--- src/common/avmm_rdwr_pkg.sv ---
// Avalon-style split read/write channel definitions
// Holds the bus widths and the request and response structs that
// travel between the master, the register stages and the memory.
// Waitrequest flows against the request direction and is kept out
// of these structs on purpose.

package avmm_rdwr_pkg;

    // Word address width, one address per data word
    localparam int ADDR_WIDTH = 10;

    // Data word width
    localparam int DATA_WIDTH = 32;

    // Burst count width; bursts of 1 to 8 words are used
    localparam int BURST_CNT_WIDTH = 4;

    // One byte enable per data byte
    localparam int BYTE_EN_WIDTH = DATA_WIDTH / 8;

    // Read request channel
    typedef struct packed {
        // High for one cycle per read command
        logic                       read;
        // Word address of the first beat
        logic [ADDR_WIDTH-1:0]      address;
        // Number of words returned for this command
        logic [BURST_CNT_WIDTH-1:0] burstcount;
    } rd_req_t;

    // Write request channel, one struct per write beat
    typedef struct packed {
        // High for every beat of a burst
        logic                       write;
        // Only meaningful on the first beat of a burst
        logic [ADDR_WIDTH-1:0]      address;
        // Only meaningful on the first beat of a burst
        logic [BURST_CNT_WIDTH-1:0] burstcount;
        logic [DATA_WIDTH-1:0]      writedata;
        logic [BYTE_EN_WIDTH-1:0]   byteenable;
    } wr_req_t;

    // Read response channel, one beat per burst word
    typedef struct packed {
        logic                  readdatavalid;
        logic [DATA_WIDTH-1:0] readdata;
    } rd_rsp_t;

    // Write response channel, one pulse per completed burst
    typedef struct packed {
        logic writeresponsevalid;
    } wr_rsp_t;

endpackage

--- src/reg_stages/avmm_rdwr_reg_stages.sv ---
// Register stages for a split read/write Avalon-style channel
// Requests and responses each pass through N_REG_STAGES flops.
// Waitrequest is not a handshake here. It is an almost-full flag
// delayed by its own shift register, so the slave must absorb every
// request already in flight when it raises waitrequest.

`timescale 1ns/1ps

module avmm_rdwr_reg_stages
#(
    parameter int N_REG_STAGES = 1,
    parameter int N_WAITREQUEST_STAGES = N_REG_STAGES
)
(
    input  logic                   mem_slave,
    input  logic                   rst,

    // Master side
    input  avmm_rdwr_pkg::rd_req_t host_rd_req,
    input  avmm_rdwr_pkg::wr_req_t host_wr_req,
    output avmm_rdwr_pkg::rd_rsp_t host_rd_rsp,
    output avmm_rdwr_pkg::wr_rsp_t host_wr_rsp,
    output logic                   host_rd_waitrequest,
    output logic                   host_wr_waitrequest,

    // Memory side
    output avmm_rdwr_pkg::rd_req_t dev_rd_req,
    output avmm_rdwr_pkg::wr_req_t dev_wr_req,
    input  avmm_rdwr_pkg::rd_rsp_t dev_rd_rsp,
    input  avmm_rdwr_pkg::wr_rsp_t dev_wr_rsp,
    input  logic                   dev_rd_waitrequest,
    input  logic                   dev_wr_waitrequest
);

    avmm_rdwr_pkg::rd_req_t rd_req_entry;
    avmm_rdwr_pkg::wr_req_t wr_req_entry;

    // A request offered while the master sees waitrequest is dropped here
    always_comb
    begin
        rd_req_entry = host_rd_req;
        rd_req_entry.read = host_rd_req.read && !host_rd_waitrequest;
        wr_req_entry = host_wr_req;
        wr_req_entry.write = host_wr_req.write && !host_wr_waitrequest;
    end

    generate
        if (N_REG_STAGES == 0)
        begin : wires
            // No stages requested, so both directions are plain connections
            assign dev_rd_req = rd_req_entry;
            assign dev_wr_req = wr_req_entry;
            assign host_rd_rsp = dev_rd_rsp;
            assign host_wr_rsp = dev_wr_rsp;
        end
        else
        begin : regs
            // Stage 1 is nearest its source; the last stage drives the far side
            avmm_rdwr_pkg::rd_req_t rd_req_pipe [1:N_REG_STAGES];
            avmm_rdwr_pkg::wr_req_t wr_req_pipe [1:N_REG_STAGES];
            avmm_rdwr_pkg::rd_rsp_t rd_rsp_pipe [1:N_REG_STAGES];
            avmm_rdwr_pkg::wr_rsp_t wr_rsp_pipe [1:N_REG_STAGES];

            always_ff @(posedge mem_slave)
            begin
                rd_req_pipe[1] <= rd_req_entry;
                wr_req_pipe[1] <= wr_req_entry;
                rd_rsp_pipe[1] <= dev_rd_rsp;
                wr_rsp_pipe[1] <= dev_wr_rsp;
                for (int s = 2; s <= N_REG_STAGES; s++)
                begin
                    rd_req_pipe[s] <= rd_req_pipe[s-1];
                    wr_req_pipe[s] <= wr_req_pipe[s-1];
                    rd_rsp_pipe[s] <= rd_rsp_pipe[s-1];
                    wr_rsp_pipe[s] <= wr_rsp_pipe[s-1];
                end

                // Only the valid bits are cleared, payload just shifts along
                if (rst)
                begin
                    for (int s = 1; s <= N_REG_STAGES; s++)
                    begin
                        rd_req_pipe[s].read <= 1'b0;
                        wr_req_pipe[s].write <= 1'b0;
                        rd_rsp_pipe[s].readdatavalid <= 1'b0;
                        wr_rsp_pipe[s].writeresponsevalid <= 1'b0;
                    end
                end
            end

            assign dev_rd_req = rd_req_pipe[N_REG_STAGES];
            assign dev_wr_req = wr_req_pipe[N_REG_STAGES];
            assign host_rd_rsp = rd_rsp_pipe[N_REG_STAGES];
            assign host_wr_rsp = wr_rsp_pipe[N_REG_STAGES];

            // The preset waitrequest needs N_WAITREQUEST_STAGES cycles to clear
            // and an accepted request needs N_REG_STAGES more to cross, so no
            // request may reach the memory within that window after reset
            rd_req_held_after_reset: assert property (@(posedge mem_slave) disable iff (rst)
                dev_rd_req.read |-> !$past(rst, N_REG_STAGES + N_WAITREQUEST_STAGES))
                else $error("read request reached memory while waitrequest was still preset");

            wr_req_held_after_reset: assert property (@(posedge mem_slave) disable iff (rst)
                dev_wr_req.write |-> !$past(rst, N_REG_STAGES + N_WAITREQUEST_STAGES))
                else $error("write request reached memory while waitrequest was still preset");
        end

        if (N_WAITREQUEST_STAGES == 0)
        begin : wait_wires
            assign host_rd_waitrequest = dev_rd_waitrequest;
            assign host_wr_waitrequest = dev_wr_waitrequest;
        end
        else
        begin : wait_regs
            // The memory-side flag enters at bit 0 and leaves at the top bit
            logic [N_WAITREQUEST_STAGES-1:0] rd_wait_sr;
            logic [N_WAITREQUEST_STAGES-1:0] wr_wait_sr;
            logic [N_WAITREQUEST_STAGES:0]   rd_wait_shift;
            logic [N_WAITREQUEST_STAGES:0]   wr_wait_shift;

            assign rd_wait_shift = {rd_wait_sr, dev_rd_waitrequest};
            assign wr_wait_shift = {wr_wait_sr, dev_wr_waitrequest};

            // Preset high so the master is held off until the memory speaks
            always_ff @(posedge mem_slave)
            begin
                if (rst)
                begin
                    rd_wait_sr <= '1;
                    wr_wait_sr <= '1;
                end
                else
                begin
                    rd_wait_sr <= rd_wait_shift[N_WAITREQUEST_STAGES-1:0];
                    wr_wait_sr <= wr_wait_shift[N_WAITREQUEST_STAGES-1:0];
                end
            end

            assign host_rd_waitrequest = rd_wait_sr[N_WAITREQUEST_STAGES-1];
            assign host_wr_waitrequest = wr_wait_sr[N_WAITREQUEST_STAGES-1];
        end
    endgenerate

endmodule

--- config.mk ---
export PLATFORM = sky130hd
export DESIGN_NAME = avmm_rdwr_reg_stages
export DESIGN_NICKNAME = d
export VERILOG_FILES = /design/src/common/avmm_rdwr_pkg.sv /design/src/reg_stages/avmm_rdwr_reg_stages.sv
export SDC_FILE = /design/constraint.sdc
export NUM_CORES = 1
export LEC_CHECK = 0
export BUFFER_PORTS_ARGS = -buffer_cell sky130_fd_sc_hd__clkbuf_2
export CORE_ASPECT_RATIO = 0.6
export CORE_MARGIN = 3
export CORE_UTILIZATION = 34
export CTS_BUF_LIST = sky130_fd_sc_hd__clkbuf_16
export DETAILED_ROUTE_END_ITERATION = 12
export PLACE_DENSITY = 0.74
export REMOVE_ABC_BUFFERS = 1
export SETUP_SLACK_MARGIN = 0.4
export SLEW_MARGIN = 10
export SYNTH_ARGS = -nofsm -noshare
export SYNTH_HDL_FRONTEND = slang
export SYNTH_SLANG_ARGS = --single-unit
--- constraint.sdc ---
create_clock -name mem_slave -period 0.8 [get_ports mem_slave]
set_clock_uncertainty 0.05 [all_clocks]
set_input_delay 0.04 -clock mem_slave [delete_from_list [all_inputs] [get_ports mem_slave]]
set_output_delay 0.04 -clock mem_slave [all_outputs]
set_load 0.01 [all_outputs]
==> impl_metrics.yaml <==
status:
  status: "finished with violations"
  violations: "hold timing, setup timing"
floorplanning:
  die_h_um: 66.6
  rows: 21
  initial_utilization_pct: 36.2
  core_area_um2: 5750
  num_io_pins: 206
  fp.dieW_um: 107
  die-area_um2: 7130
cts:
  clock_sinks: 102
  cts_tree: "done"
  clock_path_buffers: 2
  cts.clk_slew.worst_paths_ps: 70
  cts_buffers: 9
  cts_root_buf: "clkbuf_16"
  cts_max_level: 3
  insertion_delay_ps: 320
worst_hold_path:
  holdCritPathClass: "input port to register"
global_routing:
  overflow: 0
  track_usage_pct: 13.2
  grt_max_degree: 17
  first_global_vias: 1538
  grt_pass1_wl_mm: 6.99
  antenna_found_initial: 0
drt:
  num_vias: 1555
  viasPerCell: 3.80
  drc_errors: 0
  wl_per_cell_um: 12.8
  first_pass_iters: 4
  ant_nets: 0
  wl_mm: 5.24
  drt_first_iter_violations: 18
timing:
  timing.final.crit_share_pct: 108
  slew_headroom_pct: 91.8
  max_freq_mhz: 1160
  worstMarginPinSlew_ps: 122
  hold_ws_ps: -235
  setup_viol: 102
  fin_crit_ps: 863
  rsz0062_at_grt: "yes"
  setup_slack_ps: -63.1
  hold_viol: 102
  slew_viol_final: 0
cells_and_area:
  nNetsFinal: 428
  drive_above_1_share_pct: 80.2
  final_common_cell: "clkbuf_2"
  nFillCells: 429
  final_cell_mix: "clkbuf_2 (104), dfxtp_1 (58), buf_2 (57)"
  regArea_um2: 2100
  area_growth_pct: 84.7
  fin_area_um2: 3840
  diodes: 0
  multi_input_area_um2: 50.0
  final_util_pct: 66.8
power_and_ir_drop:
  powerDensity_nw_per_um2: 2680
  vdd_ir_drop_max_mv: 1.55
  power.leakage_nw: 1.95
logic_synthesis:
  yosys_register_bits: 102
  ys_seq_area_share_pct: 98.1
  yosysUniqueCellTypes: 4
  syn-cell-area_um2: 2080
  ys_warn_count: 0
  synth_cells: 108
  syn_avg_cell_area_um2: 19.3
critical_path:
  worst-path-buf-inv: 1
  endpoint_kind: "primary output"
  critPathMaxStageDelay_ps: 330
  worst-path-max-fanout: 1
  start_kind: "register"
  worstSetupPathType: "register to primary output"
  cpMaxStageDelayCell: "dfxtp_1"
  cp_cell_sequence: "buf_2"
  arrival_ps: 770
  cp_top_family: "flip-flops"
  required_ps: 710
placed_design:
  hpwl_mm: 4.20
  dpl_cell_area_um2: 3210
  routabilityCongestion: 0.684
  port_buffers: 205
job:
  drv.max_cap_violation_count: 0
[registers in the layout (all words and copies together) (netlist names)]
name                 flops
host_rd_waitrequest      1
host_wr_waitrequest      1
regs.rd_req_pipe        15
regs.rd_rsp_pipe        33
regs.wr_req_pipe        51
regs.wr_rsp_pipe         1
[cells in the mapped netlist]
| master | n | area share [%] |
|---|---|---|
| nor2b_1 | 2 | 0.60 |
| or2_1 | 2 | 0.60 |
| dfxtp_1 | 102 | 98 |
| nor3b_1 | 2 | 0.72 |
[layer usage]
metal | track usage (%) | part of all wire, %
met1 | 11.9 | 31
met2 | 24.5 | 55
met3 | 8.71 | 14
met4 | 3.83 | 0.50
met5 | 0 | 0
[logic make-up (layout without fill, tap and decap cells)]
| logic type | Yosys count | after routing | share of synthesized area, % |
|---|---|---|---|
| flip-flops | 102 | 102 | 98.1 |
| AND/OR/NAND/NOR | 6 | 6 | 1.92 |
| buffers and inverters | 0 | 221 | 0 |
[where the power goes]
| group | internal, mW | leakage (nW) | switching [mW] |
|---|---|---|---|
| clock | 2.40 | 0.150 | 1.66 |
| sequential | 5.37 | 0.861 | 0.0906 |
| combinational | 0.485 | 0.938 | 0.307 |
[stage by stage]
| step | total power [mW] | hold slack [ps] | setup WS, ps | cells | TNS (ps) |
|---|---|---|---|---|---|
| floorplan | 5.69 | 17.7 | 189 | 108 | 0 |
| CTS | 10.3 | -247 | -84.9 | 409 | -5850 |
| global placement | 6.18 | 92.3 | 203 | 393 | 0 |
| detailed placement | 6.20 | 93.9 | 149 | 393 | 0 |
| global route | 10.8 | -260 | -102 | 409 | -7440 |
| finish | 10.3 | -235 | -63.1 | 409 | -3380 |
[worst paths after layout]
kind	startpoint	end	slack, ps	cells past startpoint
worst max-delay path	regs.wr_req_pipe[1][12]$_DFF_P_	dev_wr_req[12]	-60	1
worst min-delay path	host_rd_req[3]	regs.rd_req_pipe[1][3]$_DFF_P_	-240	1
worst max register to register	host_wr_waitrequest$_SDFF_PP1_	regs.wr_req_pipe[1][50]$_SDFF_PP0_	180	1
worst min register to register	host_rd_waitrequest$_SDFF_PP1_	regs.rd_req_pipe[1][14]$_SDFF_PP0_	370	1
[timing repair]
action / in CTS / in global routing
cloned: 0 / 0
resized for setup: 28 / 165
buffers inserted: 0 / 0
endpoints found under the setup margin: 104 / 104
pin swaps: 1 / 1
hold endpoints to repair: 102 / 102
[cell type report]
class / instances / area share [%]
clock inverter: 7 / 1.76
sequential: 102 / 54.5
clock buffer: 9 / 5.86
tap: 80 / 2.60
timing repair buffer: 205 / 33.9
multi-input combinational: 6 / 1.30
Power figures use the tool's default switching activity.
